<file path="config.mk">
export PLATFORM = sky130hd
export DESIGN_NAME = bru_top
export DESIGN_NICKNAME = d
export VERILOG_FILES = /design/src/source/bru_pkg.sv /design/src/source/bru_top.sv /design/src/source/bru_result.sv /design/src/source/bru_execute.sv /design/src/source/bru_decode.sv
export VERILOG_INCLUDE_DIRS = /design/src /design/src/source
export SDC_FILE = /design/constraint.sdc
export NUM_CORES = 1
export LEC_CHECK = 0
export ABC_CLOCK_PERIOD_IN_PS = 17300
export CAP_MARGIN = 10
export CORE_MARGIN = 2
export CORE_UTILIZATION = 30
export CTS_CLUSTER_SIZE = 20
export DETAILED_ROUTE_END_ITERATION = 6
export DONT_BUFFER_PORTS = 1
export PLACE_DENSITY = 0.48
export SYNTH_ARGS = -nofsm -noshare
export SYNTH_HDL_FRONTEND = slang
export SYNTH_SLANG_ARGS = --single-unit
export TNS_END_PERCENT = 50
</file>
<file path="constraint.sdc">
create_clock -name clk -period 17.3 [get_ports clk]
set_input_delay 0 -clock clk [delete_from_list [all_inputs] [get_ports clk]]
set_output_delay 0 -clock clk [all_outputs]
set_load 0.01 [all_outputs]
</file>
<file path="src/source/bru_settings.svh">
// branch resolution unit settings
// data and address widths, riscv opcode and funct3 codes
`ifndef BRU_SETTINGS_SVH
`define BRU_SETTINGS_SVH

`define XLEN             32
`define INST_ADDR_WIDTH  32

// major opcodes, inst[6:0]
`define OPC_BRANCH  7'b1100011
`define OPC_JAL     7'b1101111
`define OPC_JALR    7'b1100111
`define OPC_FENCE   7'b0001111  // fence and fence.i share it

// conditional branch funct3, inst[14:12]
`define F3_BEQ   3'b000
`define F3_BNE   3'b001
`define F3_BLT   3'b100
`define F3_BGE   3'b101
`define F3_BLTU  3'b110
`define F3_BGEU  3'b111

`define BJP_OP_W  9  // six branches, jal, jalr, fence
`endif
</file>
<file path="src/source/bru_pkg.sv">
// branch resolution unit types
// vector typedefs, branch op bit positions, handshake fsm states
`include "bru_settings.svh"

package bru_pkg;

    typedef logic [`XLEN-1:0]            word_t;  // register values, immediates
    typedef logic [`INST_ADDR_WIDTH-1:0] addr_t;  // pcs and targets
    typedef logic [31:0]                 inst_t;  // raw instruction word

    // one-hot, or zero for anything that is not a branch or jump
    typedef logic [`BJP_OP_W-1:0] bjp_op_t;

    // bit positions inside bjp_op_t
    localparam int unsigned BJP_BEQ   = 0;
    localparam int unsigned BJP_BNE   = 1;
    localparam int unsigned BJP_BLT   = 2;
    localparam int unsigned BJP_BGE   = 3;
    localparam int unsigned BJP_BLTU  = 4;
    localparam int unsigned BJP_BGEU  = 5;
    localparam int unsigned BJP_JAL   = 6;
    localparam int unsigned BJP_JALR  = 7;
    localparam int unsigned BJP_FENCE = 8;

    // four-phase req/ack sequencing
    typedef enum logic [1:0] {
        HS_IDLE = 2'd0,  // waiting for req
        HS_BUSY = 2'd1,  // instruction in decode/execute
        HS_ACK  = 2'd2   // outcome held, ack high
    } hs_state_t;

endpackage

</file>
<file path="src/source/bru_top.sv">
// branch resolution unit top
// decode -> execute -> result, one instruction in flight,
// four-phase req/ack toward the requester
`timescale 1ns/1ps

module bru_top import bru_pkg::*; (
    input  logic  clk,
    input  logic  arst_n_i,
    input  logic  req_i,
    input  inst_t inst_i,
    input  addr_t pc_i,
    input  word_t rs1_i,
    input  word_t rs2_i,
    input  logic  pred_taken_i,   // fetch already followed this target
    input  addr_t pred_addr_i,    // predicted jalr target
    input  logic  int_assert_i,
    input  addr_t int_addr_i,
    output logic  ack_o,
    output logic  redirect_o,
    output addr_t redirect_addr_o,
    output logic  link_wr_o,
    output word_t link_data_o
);
    logic    launch;
    logic    dec_valid;
    bjp_op_t bjp_op;
    word_t   cmp_op1;
    word_t   cmp_op2;
    word_t   jump_op1;
    word_t   jump_op2;
    addr_t   dec_pc;
    logic    dec_pred_taken;
    addr_t   dec_pred_addr;
    logic    dec_int_assert;
    addr_t   dec_int_addr;
    logic    exe_valid;
    logic    exe_redirect;
    addr_t   exe_redirect_addr;
    logic    exe_link_wr;
    word_t   exe_link_data;

    bru_decode u_decode (
        .clk          (clk),
        .arst_n_i     (arst_n_i),
        .launch_i     (launch),
        .inst_i       (inst_i),
        .pc_i         (pc_i),
        .rs1_i        (rs1_i),
        .rs2_i        (rs2_i),
        .pred_taken_i (pred_taken_i),
        .pred_addr_i  (pred_addr_i),
        .int_assert_i (int_assert_i),
        .int_addr_i   (int_addr_i),
        .valid_o      (dec_valid),
        .bjp_op_o     (bjp_op),
        .cmp_op1_o    (cmp_op1),
        .cmp_op2_o    (cmp_op2),
        .jump_op1_o   (jump_op1),
        .jump_op2_o   (jump_op2),
        .pc_o         (dec_pc),
        .pred_taken_o (dec_pred_taken),
        .pred_addr_o  (dec_pred_addr),
        .int_assert_o (dec_int_assert),
        .int_addr_o   (dec_int_addr)
    );

    bru_execute u_execute (
        .clk             (clk),
        .arst_n_i        (arst_n_i),
        .valid_i         (dec_valid),
        .bjp_op_i        (bjp_op),
        .cmp_op1_i       (cmp_op1),
        .cmp_op2_i       (cmp_op2),
        .jump_op1_i      (jump_op1),
        .jump_op2_i      (jump_op2),
        .pc_i            (dec_pc),
        .pred_taken_i    (dec_pred_taken),
        .pred_addr_i     (dec_pred_addr),
        .int_assert_i    (dec_int_assert),
        .int_addr_i      (dec_int_addr),
        .valid_o         (exe_valid),
        .redirect_o      (exe_redirect),
        .redirect_addr_o (exe_redirect_addr),
        .link_wr_o       (exe_link_wr),
        .link_data_o     (exe_link_data)
    );

    bru_result u_result (
        .clk             (clk),
        .arst_n_i        (arst_n_i),
        .req_i           (req_i),
        .valid_i         (exe_valid),
        .redirect_i      (exe_redirect),
        .redirect_addr_i (exe_redirect_addr),
        .link_wr_i       (exe_link_wr),
        .link_data_i     (exe_link_data),
        .launch_o        (launch),
        .ack_o           (ack_o),
        .redirect_o      (redirect_o),
        .redirect_addr_o (redirect_addr_o),
        .link_wr_o       (link_wr_o),
        .link_data_o     (link_data_o)
    );

endmodule

</file>
<file path="src/source/bru_result.sv">
// branch resolution unit, result stage
// four-phase req/ack fsm, launches decode and holds the outcome
// stable on the outputs for as long as ack is high
`timescale 1ns/1ps

module bru_result import bru_pkg::*; (
    input  logic  clk,
    input  logic  arst_n_i,
    input  logic  req_i,
    input  logic  valid_i,          // outcome ready from execute
    input  logic  redirect_i,
    input  addr_t redirect_addr_i,
    input  logic  link_wr_i,
    input  word_t link_data_i,
    output logic  launch_o,
    output logic  ack_o,
    output logic  redirect_o,
    output addr_t redirect_addr_o,
    output logic  link_wr_o,
    output word_t link_data_o
);
    hs_state_t state_q;
    hs_state_t state_d;
    logic      capture;

    assign launch_o = (state_q == HS_IDLE) & req_i;  // decode samples this edge
    assign capture  = (state_q == HS_BUSY) & valid_i;
    assign ack_o    = (state_q == HS_ACK);

    always_comb begin
        state_d = state_q;
        case (state_q)
            HS_IDLE: begin
                if (req_i) state_d = HS_BUSY;
            end
            HS_BUSY: begin
                if (valid_i) state_d = HS_ACK;  // two edges after launch
            end
            HS_ACK: begin
                if (!req_i) state_d = HS_IDLE;  // requester released
            end
            default: state_d = HS_IDLE;
        endcase
    end

    always_ff @(posedge clk or negedge arst_n_i) begin
        if (!arst_n_i) begin
            state_q    <= HS_IDLE;
            redirect_o <= 1'b0;
            link_wr_o  <= 1'b0;
        end else begin
            state_q <= state_d;
            if (capture) begin
                redirect_o <= redirect_i;
                link_wr_o  <= link_wr_i;
            end
        end
    end

    always_ff @(posedge clk) begin
        if (capture) begin
            redirect_addr_o <= redirect_addr_i;
            link_data_o     <= link_data_i;
        end
    end

    // ack only answers a request still being held
    assert property (@(posedge clk) disable iff (!arst_n_i) $rose(ack_o) |-> req_i);

    // outcome frozen during ack
    assert property (@(posedge clk) disable iff (!arst_n_i)
        ack_o && $past(ack_o) |-> $stable({redirect_o, redirect_addr_o, link_wr_o, link_data_o}));

endmodule

</file>
<file path="src/source/bru_execute.sv">
// branch resolution unit, execute stage
// resolves the branch condition, computes target or rollback address
// on one shared adder, applies the redirect rules and registers them
`timescale 1ns/1ps
`include "bru_settings.svh"

module bru_execute import bru_pkg::*; (
    input  logic    clk,
    input  logic    arst_n_i,
    input  logic    valid_i,
    input  bjp_op_t bjp_op_i,
    input  word_t   cmp_op1_i,
    input  word_t   cmp_op2_i,
    input  word_t   jump_op1_i,
    input  word_t   jump_op2_i,
    input  addr_t   pc_i,
    input  logic    pred_taken_i,
    input  addr_t   pred_addr_i,
    input  logic    int_assert_i,
    input  addr_t   int_addr_i,
    output logic    valid_o,
    output logic    redirect_o,
    output addr_t   redirect_addr_o,
    output logic    link_wr_o,
    output word_t   link_data_o
);
    logic  op1_eq_op2;
    logic  op1_ge_op2_s;
    logic  op1_ge_op2_u;
    logic  is_branch;
    logic  branch_cond;
    logic  rollback;
    logic  use_pc4;
    addr_t adder_op1;
    addr_t adder_op2;
    addr_t adder_res;
    addr_t target;
    logic  addr_mismatch;
    logic  redirect_d;
    addr_t link_pc;

    // one comparison set covers all six conditions
    assign op1_eq_op2   = (cmp_op1_i == cmp_op2_i);
    assign op1_ge_op2_s = $signed(cmp_op1_i) >= $signed(cmp_op2_i);
    assign op1_ge_op2_u = cmp_op1_i >= cmp_op2_i;

    assign is_branch = |bjp_op_i[BJP_BGEU:BJP_BEQ];

    assign branch_cond = (bjp_op_i[BJP_BEQ]  &  op1_eq_op2)   |
                         (bjp_op_i[BJP_BNE]  & ~op1_eq_op2)   |
                         (bjp_op_i[BJP_BLT]  & ~op1_ge_op2_s) |
                         (bjp_op_i[BJP_BGE]  &  op1_ge_op2_s) |
                         (bjp_op_i[BJP_BLTU] & ~op1_ge_op2_u) |
                         (bjp_op_i[BJP_BGEU] &  op1_ge_op2_u);

    // front end went to the target, branch falls through
    assign rollback = is_branch & pred_taken_i & ~branch_cond;
    assign use_pc4  = rollback | bjp_op_i[BJP_FENCE];  // refetch next inst

    // shared adder, pc + 4 or base + offset
    assign adder_op1 = use_pc4 ? pc_i : jump_op1_i;
    assign adder_op2 = use_pc4 ? addr_t'(4) : jump_op2_i;
    assign adder_res = adder_op1 + adder_op2;

    // jalr clears bit 0
    assign target = bjp_op_i[BJP_JALR] ? {adder_res[`INST_ADDR_WIDTH-1:1], 1'b0} : adder_res;

    assign addr_mismatch = pred_taken_i & (target != pred_addr_i);  // jalr only

    assign redirect_d = int_assert_i                                   |
                        (branch_cond & ~pred_taken_i)                  |
                        rollback                                       |
                        (bjp_op_i[BJP_JAL] & ~pred_taken_i)            |
                        (bjp_op_i[BJP_JALR] & (~pred_taken_i | addr_mismatch)) |
                        bjp_op_i[BJP_FENCE];

    assign link_pc = pc_i + addr_t'(4);  // own incrementer for the link value

    always_ff @(posedge clk or negedge arst_n_i) begin
        if (!arst_n_i) begin
            valid_o    <= 1'b0;
            redirect_o <= 1'b0;
            link_wr_o  <= 1'b0;
        end else begin
            valid_o <= valid_i;
            if (valid_i) begin
                redirect_o <= redirect_d;
                // interrupt suppresses the jump writeback
                link_wr_o  <= ~int_assert_i & (bjp_op_i[BJP_JAL] | bjp_op_i[BJP_JALR]);
            end
        end
    end

    always_ff @(posedge clk) begin
        if (valid_i) begin
            redirect_addr_o <= int_assert_i ? int_addr_i : target;  // interrupt wins
            link_data_o     <= link_pc;
        end
    end

    // a jalr redirect never leaves with an odd address
    assert property (@(posedge clk) disable iff (!arst_n_i)
        valid_i && bjp_op_i[BJP_JALR] && !int_assert_i |=> !redirect_o || !redirect_addr_o[0]);

endmodule

</file>
<file path="src/source/bru_decode.sv">
// branch resolution unit decode stage
// captures a launched instruction with its operands, decodes the
// branch op one-hot and prepares base + offset for the target adder
`timescale 1ns/1ps
`include "bru_settings.svh"

module bru_decode import bru_pkg::*; (
    input  logic    clk,
    input  logic    arst_n_i,
    input  logic    launch_i,      // one-cycle pulse from result
    input  inst_t   inst_i,
    input  addr_t   pc_i,
    input  word_t   rs1_i,
    input  word_t   rs2_i,
    input  logic    pred_taken_i,
    input  addr_t   pred_addr_i,
    input  logic    int_assert_i,
    input  addr_t   int_addr_i,
    output logic    valid_o,
    output bjp_op_t bjp_op_o,
    output word_t   cmp_op1_o,
    output word_t   cmp_op2_o,
    output word_t   jump_op1_o,    // rs1 for jalr, pc otherwise
    output word_t   jump_op2_o,    // immediate
    output addr_t   pc_o,
    output logic    pred_taken_o,
    output addr_t   pred_addr_o,
    output logic    int_assert_o,
    output addr_t   int_addr_o
);
    logic [6:0] opcode;
    logic [2:0] funct3;
    word_t      imm_b;
    word_t      imm_j;
    word_t      imm_i;
    bjp_op_t    op_d;
    word_t      jump_base;
    word_t      jump_off;

    assign opcode = inst_i[6:0];
    assign funct3 = inst_i[14:12];

    // immediates all sign extended from inst[31]
    assign imm_b = {{(`XLEN-12){inst_i[31]}}, inst_i[7], inst_i[30:25], inst_i[11:8], 1'b0};
    assign imm_j = {{(`XLEN-20){inst_i[31]}}, inst_i[19:12], inst_i[20], inst_i[30:21], 1'b0};
    assign imm_i = {{(`XLEN-12){inst_i[31]}}, inst_i[31:20]};  // jalr

    always_comb begin
        op_d = '0;  // non-branch passes through as zero
        case (opcode)
            `OPC_BRANCH: begin
                case (funct3)
                    `F3_BEQ:  op_d[BJP_BEQ]  = 1'b1;
                    `F3_BNE:  op_d[BJP_BNE]  = 1'b1;
                    `F3_BLT:  op_d[BJP_BLT]  = 1'b1;
                    `F3_BGE:  op_d[BJP_BGE]  = 1'b1;
                    `F3_BLTU: op_d[BJP_BLTU] = 1'b1;
                    `F3_BGEU: op_d[BJP_BGEU] = 1'b1;
                    default:  op_d = '0;      // reserved funct3
                endcase
            end
            `OPC_JAL:   op_d[BJP_JAL]   = 1'b1;
            `OPC_JALR:  op_d[BJP_JALR]  = 1'b1;
            `OPC_FENCE: op_d[BJP_FENCE] = 1'b1;
            default:    op_d = '0;
        endcase
    end

    // execute only ever sees base + offset
    assign jump_base = op_d[BJP_JALR] ? rs1_i : pc_i;
    assign jump_off  = (opcode == `OPC_BRANCH) ? imm_b :
                       (opcode == `OPC_JAL)    ? imm_j : imm_i;

    always_ff @(posedge clk or negedge arst_n_i) begin
        if (!arst_n_i) begin
            valid_o <= 1'b0;
        end else begin
            valid_o <= launch_i;  // single-cycle valid into execute
        end
    end

    // payload only written on launch
    always_ff @(posedge clk) begin
        if (launch_i) begin
            bjp_op_o     <= op_d;
            cmp_op1_o    <= rs1_i;
            cmp_op2_o    <= rs2_i;
            jump_op1_o   <= jump_base;
            jump_op2_o   <= jump_off;
            pc_o         <= pc_i;
            pred_taken_o <= pred_taken_i;
            pred_addr_o  <= pred_addr_i;
            int_assert_o <= int_assert_i;
            int_addr_o   <= int_addr_i;
        end
    end

    // op vector one-hot or zero while valid
    assert property (@(posedge clk) disable iff (!arst_n_i)
        valid_o |-> $onehot0(bjp_op_o));

endmodule

</file>
* Yosys cells after proc, flatten, opt, wreduce, memory -nomap -nowiden
Cells that the tools add are included.
** Cells by class
- Reduce and logical (&&, ||, !) cells :: 5
- Bitwise gates (word level) :: 34
- Multiplexer cells :: 20
- Equal/unequal tests :: 16
- Add/sub/neg operators :: 2
- Magnitude comparators :: 2
** Operators with widths (count)
- 2-to-1 mux 32 bit :: 4
- >= comparator 32 bit :: 2
- 2-to-1 mux 20 bit :: 2
- adder 32 x 3 -> 32 bit (second input constant) :: 1
- adder 32 bit :: 1
- equality test 32 bit :: 1
- inequality test 32 bit :: 1
- equality test 7 bit (second input constant) :: 3
- bitwise AND 1 bit :: 15
- OR 1 bit :: 13
- equality test 3 bit (second input constant) :: 4
- 2-to-1 mux 1 bit :: 10
- equality test 7 x 4 -> 1 bit (second input constant) :: 1
- 2-to-1 mux 2 bit :: 3
- inequality test 2 bit (second input constant) :: 3
- inverter 1 bit :: 6
- case mux 2 bit (3 select lines) :: 1
- OR reduction 6 bit :: 1
- equality test 3 x 1 -> 1 bit (second input constant) :: 1
- zero test 3 bit :: 1
- AND reduction 3 bit :: 1
- equality test 2 x 1 -> 1 bit (second input constant) :: 1
- equality test 2 bit (second input constant) :: 1
- zero test 2 bit :: 1
- OR reduction 2 bit :: 1
** Word-level totals
- Bits of input ports :: 197
- Register bits after elaboration :: 360
- Word-level logic and storage cells :: 102
- Output and inout port bits :: 67

* Depth between registers and ports, before layout
- Depth in word-level cells :: 20
- Depth in mapped cells :: 26
- Mapped depth without buffers :: 24

* By module
A second synthesis with hierarchy kept.
** Second synthesis, totals
- Cells, all modules :: 1142
- Area total of the unflattened synthesis :: 16604.7 um^2
** Modules (own cells, without submodules)
- bru_decode :: area an instance 7674.9 um^2, cells each 312, sequential area each 6751.5 um^2, instances 1
- bru_execute :: area an instance 6819.0 um^2, cells each 751, sequential area each 1996.9 um^2, instances 1
- bru_result :: area an instance 2110.8 um^2, cells each 79, sequential area each 2021.9 um^2, instances 1

* Worst setup path before layout
Ideal clock, no wire load.
- Kind :: reg2reg
- From :: register u_result.state_q[0]
- To :: register u_decode.valid_o
- Stages on the path, launching flop included :: 3
- Data arrival time :: 9863 ps
- Path slack :: 6340 ps
- Library setup time :: 1096 ps
- Data required time :: 16204 ps
- Path through :: dfrtp_1 -> nand2b_1 -> nor2_1
** Between the ends
- Cells in the longest elaborated chain, start to end :: 2
** RTL lines
- start: declaration :: RTL line bru_result.sv:22 : hs_state_t state_q;
- start signal: assignment :: RTL line bru_result.sv:52 : state_q <= state_d;
- zero test 2 bit :: RTL line bru_result.sv:26 : assign launch_o = (state_q == HS_IDLE) & req_i;
- bitwise AND 1 bit :: RTL line bru_result.sv:26
- via launch :: RTL line bru_top.sv:24 : logic launch;
- end signal: assignment :: RTL line bru_decode.sv:78 : valid_o <= launch_i;
- end: declaration :: RTL line bru_decode.sv:19 : output logic valid_o,
The timed path passes the listed nets, and every way through them passes these cells.
A chain may end at the register's enable or synchronous reset.

* Final worst setup path
- From :: register u_decode.cmp_op1_o[31]
- To :: register u_execute.redirect_o
** Between the ends
- Cells in the longest elaborated chain, start to end :: 20
- Elaborated cells on any way between the ends :: 34
- Those cells by class :: add/sub (1); order compare (2); eq/ne (2); mux (3); bitwise (26)
** RTL lines
- start: declaration :: RTL line bru_decode.sv:21 : output word_t cmp_op1_o,
- start signal: assignment :: RTL line bru_decode.sv:86 : cmp_op1_o <= rs1_i;
- branches (longest 7 deep; another with >= comparator 32 bit)
- OR 1 bit * :: RTL line bru_execute.sv:53 : (bjp_op_i[BJP_BLTU] & ~op1_ge_op2_u) |
- inverter 1 bit :: RTL line bru_execute.sv:57 : assign rollback = is_branch & pred_taken_i & ~branch_cond;
- bitwise AND 1 bit :: RTL line bru_execute.sv:57
- OR 1 bit :: RTL line bru_execute.sv:58 : assign use_pc4 = rollback | bjp_op_i[BJP_FENCE];
- 2-to-1 mux 32 bit (on tied branches) :: RTL line bru_execute.sv:61, bru_execute.sv:62
- adder 32 bit :: RTL line bru_execute.sv:63 : assign adder_res = adder_op1 + adder_op2;
- 2-to-1 mux 1 bit :: RTL line bru_execute.sv:66 : assign target = bjp_op_i[BJP_JALR] ? {adder_res[`INST_ADDR_WIDTH-1:1], 1'b0} : adder_res;
- inequality test 32 bit :: RTL line bru_execute.sv:68 : assign addr_mismatch = pred_taken_i & (target != pred_addr_i);
- bitwise AND 1 bit :: RTL line bru_execute.sv:68
- OR 1 bit :: RTL line bru_execute.sv:74 : (bjp_op_i[BJP_JALR] & (~pred_taken_i | addr_mismatch)) |
- bitwise AND 1 bit :: RTL line bru_execute.sv:74
- OR 1 bit * :: RTL line bru_execute.sv:73 : (bjp_op_i[BJP_JAL] & ~pred_taken_i) |
- OR 1 bit * :: RTL line bru_execute.sv:74
- end signal: assignment :: RTL line bru_execute.sv:87 : redirect_o <= redirect_d;
- end: declaration :: RTL line bru_execute.sv:22 : output logic redirect_o,
Every way passes the cells marked *.

==> impl_metrics.py <==
metrics = {
    "place": {
        "place.gp.congestion": 0.846,
        "io_buffers": 0,
        "place_inst": 1806,
        "post-dp-hpwl_mm": 30.1,
    },
    "logic_synthesis": {
        "ys_top_cells_by_count": "edfxtp_1 (352), nand2_1 (175), ha_1 (64), o21ai_0 (52), xnor2_1 (51)",
        "synth_top_family_by_area": "simple AND/OR/NAND/NOR gates",
        "ys.flop_type": "edfxtp_1",
        "synth_edf_count": 352,
        "yosys_warnings": 0,
        "synthSimpleGateAreaFrac_pct": 9.79,
        "ys_seq_elements": 360,
        "netlist_area_um2": 16000,
        "synth_nets": 1402,
        "yosys.area.top_type": "edfxtp_1",
        "synthAdderAreaFrac_pct": 5.14,
        "synthCells": 1140,
        "synth_area_per_cell_um2": 14.0,
        "synth_compound_area_share_pct": 6.41,
        "ys_seq_area_share_pct": 67.5,
        "muxShareOfSynthArea_pct": 3.14,
        "async_flop_share_pct": 2.22,
        "synthTopCellsByArea": "edfxtp_1 (66%), ha_1 (5.0%), nand2_1 (4.1%), mux2_2 (2.9%), xnor2_1 (2.8%)",
        "yosys.area.top_type_share_pct": 66.2,
        "yosysMostFrequentCell": "edfxtp_1",
        "yosys.area_share.xor_xnor_pct": 6.00,
        "ys_types": 62,
    },
    "timing": {
        "final_hold_viol_count": 0,
        "rsz0062_at_grt": "false",
        "tightest_slew_ns": 1.01,
        "period_minus_slack_ns": 7.36,
        "setup_violations": 0,
        "maxSlewViolCount": 0,
        "fin_worst_skew_ns": 0.0210,
        "fmax_ghz": 0.136,
        "final.period_utilization_pct": 42.5,
        "setup_tns_ns": 0,
        "relSlewSlack_pct": 32.9,
    },
    "setup_path": {
        "end_kind": "flip-flop",
        "reg2reg_slack_ns": 9.94,
        "regToRegStartpoint": "u_decode.cmp_op1_o[31]",
        "startpoint": "u_decode.cmp_op1_o[31]",
        "r2r-end": "u_execute.redirect_o",
        "crit_path_start_kind": "flip-flop",
        "required_ns": 17.74,
        "cp.arrival_ns": 7.80,
        "worstSetupPathType": "flip-flop to flip-flop",
        "rr_worst_depth": 23,
        "crit_end": "u_execute.redirect_o",
        "crit_fanout": 48,
    },
    "clock_network": {
        "cts_tree": "done",
        "clk_pin_slew_ns": 0.06,
        "h-tree-depth": 2,
        "cts_root_buf": "clkbuf_16",
        "clk_latency_ns": 0.57,
        "cts_max_path_buffers": 3,
        "clock-sinks": 360,
        "cts_buffers": 43,
    },
    "route": {
        "wl_mm": 42.9,
        "avgViaCountPerCell": 4.62,
        "drt-initial-drc-count": 560,
        "wl_per_cell_um": 20.6,
        "vias": 9645,
        "first_pass_iters": 5,
        "postRouteAntennaNets": 0,
        "post-route-drc-count": 0,
    },
    "power": {
        "p_leak_nw": 7.44,
        "power.density_nw_per_um2": 158,
        "ir_worst_vdd_v": 0.0000778,
    },
    "die": {
        "dieWidth_um": 235,
        "core_um2": 52600,
        "row_count": 84,
        "ioPinCount": 264,
        "initial_utilization_pct": 30.4,
        "die-height_um": 235,
        "dieArea_um2": 55000,
    },
    "global_routing": {
        "antenna_found_initial": 3,
        "grt_pass1_vias": 10200,
        "grt_overflow_total": 0,
        "grt_max_degree": 170,
        "grt.total_usage_pct": 15.4,
        "grt_pass1_wl_mm": 64.4,
    },
    "layout": {
        "post-route-util_pct": 38.5,
        "syn2layout_area_growth_pct": 26.8,
        "final_nets": 1627,
        "final_cells": 2087,
        "layout-drive-gt1-share_pct": 8.73,
    },
    "hold_path": {
        "hp-class": "input port to flip-flop",
    },
    "outcome": {
        "status": "finished, final reports clean",
    },
    "job": {
        "maxCapViolCount": 0,
    },
}
## how the worst min path moves through the flow
stage | from | slack, ns | end | cells past startpoint
3_3_place_gp | arst_n_i | -0.30 | u_result.link_wr_o | 0
4_1_cts | rs2_i[2] | 0.003 | u_decode.cmp_op2_o[2] | 1
5_1_grt | rs2_i[8] | 0.02 | u_decode.cmp_op2_o[8] | 1
3_5_place_dp | arst_n_i | -0.30 | u_result.link_wr_o | 0
6_report | inst_i[2] | 0.04 | u_decode.jump_op1_o[0] | 4
2_1_floorplan | arst_n_i | -0.30 | u_decode.valid_o | 0
## final cells by class
cell class | count | area, um^2
antenna | 2 | 5.00
clock buffer | 60 | 1170
clock inverter | 17 | 226
fill | 4986 | 32300
inverter | 50 | 188
multi-input combinational | 698 | 4890
sequential | 360 | 10800
tap | 688 | 861
timing repair buffer | 212 | 2110
## registers in the layout, indices dropped and copies added (netlist names), 2 cells and up
register / count
u_decode.bjp_op_o: 9
u_decode.cmp_op1_o: 32
u_decode.cmp_op2_o: 32
u_decode.int_addr_o: 32
u_decode.jump_op1_o: 32
u_decode.jump_op2_o: 21
u_decode.pc_o: 32
u_decode.pred_addr_o: 32
u_execute.link_data_o: 32
u_execute.redirect_addr_o: 32
u_result.link_data_o: 32
u_result.redirect_addr_o: 32
u_result.state_q: 2
## metrics by stage
stage | hold WS [ns] | power, W | worst slack (ns) | area, um^2
2_1_floorplan | -0.296 | 0.00204 | 6.34 | 16000
3_3_place_gp | -0.295 | 0.00228 | 9.87 | 16800
3_5_place_dp | -0.295 | 0.00229 | 9.78 | 16800
4_1_cts | 0.00292 | 0.00326 | 9.74 | 20200
5_1_grt | 0.0229 | 0.00340 | 9.27 | 20200
6_report | 0.0387 | 0.00320 | 9.94 | 20200
## report_power, final
part	internal (W)	leakage, nW	switching (W)	total [W]
clock	0.000547	0.674	0.000362	0.000910
sequential	0.00125	3.38	0.000109	0.00136
combinational	0.000374	3.38	0.000563	0.000937
## metal layers
metal / track usage, % / vias up / wire length (um)
met5: 0 / - / 13
li1: - / 4656 / -
met3: 3.51 / 71 / 2280
met1: 20.6 / 4649 / 19500
met4: 5.43 / 2 / 1210
met2: 24.7 / 267 / 19900
## cell usage in the layout (no fill, tap or decap), types with 5 or more instances in the layout
cell / Yosys / routed
and3_1: 8 / 8
edfxtp_1: 352 / 352
nand4_1: 19 / 19
nand2b_1: 6 / 6
nor4_1: 6 / 5
clkbuf_1: 25 / 15
inv_1: 50 / 49
ha_1: 64 / 64
nand3_1: 26 / 26
o211ai_1: 5 / 5
buf_4: 0 / 9
clkbuf_16: 0 / 44
mux2_2: 41 / 41
a21oi_1: 45 / 45
nor2_1: 34 / 33
a31oi_1: 7 / 6
o21bai_1: 6 / 6
xor2_1: 32 / 32
clkinv_2: 0 / 5
dlygate4sd3_1: 0 / 202
xnor3_1: 6 / 6
xnor2_1: 51 / 51
nor3_1: 11 / 11
and2_1: 20 / 20
dfrtp_1: 8 / 7
a21o_1: 21 / 21
o21ai_0: 52 / 52
bufinv_16: 0 / 5
nand2_1: 175 / 175
## worst max-delay path: stages (launching register included)
cell,delay [ns]
edfxtp_1,0.37
ha_1,0.34
nand4_1,0.18
nor4_1,0.68
inv_1,0.08
o21ai_0,0.24
nor4_1,0.09
o21ai_0,0.41
mux2i_1,0.22
a31oi_4,0.36
buf_4,0.54
mux2_2,0.45
ha_1,0.40
a21o_1,0.25
a31o_1,0.24
a221oi_4,0.42
nor4_2,0.14
nor3b_4,0.32
xnor3_1,0.27
or3_1,0.35
nor4_1,0.38
nand4b_1,0.17
nor4b_2,0.23
a21oi_1,0.10
## logic make-up after synthesis
| family | count (synthesis) |
|---|---|
| AO/OA/AOI/OAI | 164 |
| XOR/XNOR | 93 |
| adder cells (fa/ha/maj) | 65 |
| buffers and inverters | 82 |
| flip-flops | 360 |
| multiplexers | 45 |
| AND/OR/NAND/NOR | 331 |
## repair_timing
| item | 4_1_cts | 5_1_grt |
|---|---|---|
| resized for setup | 0 | 0 |
| hold endpoints to repair | 233 | 0 |
| hold buffers | 202 | 0 |
| endpoints found under the setup margin | 0 | 0 |
| setup buffers | 0 | 0 |
(Power assumes the default switching activity.)
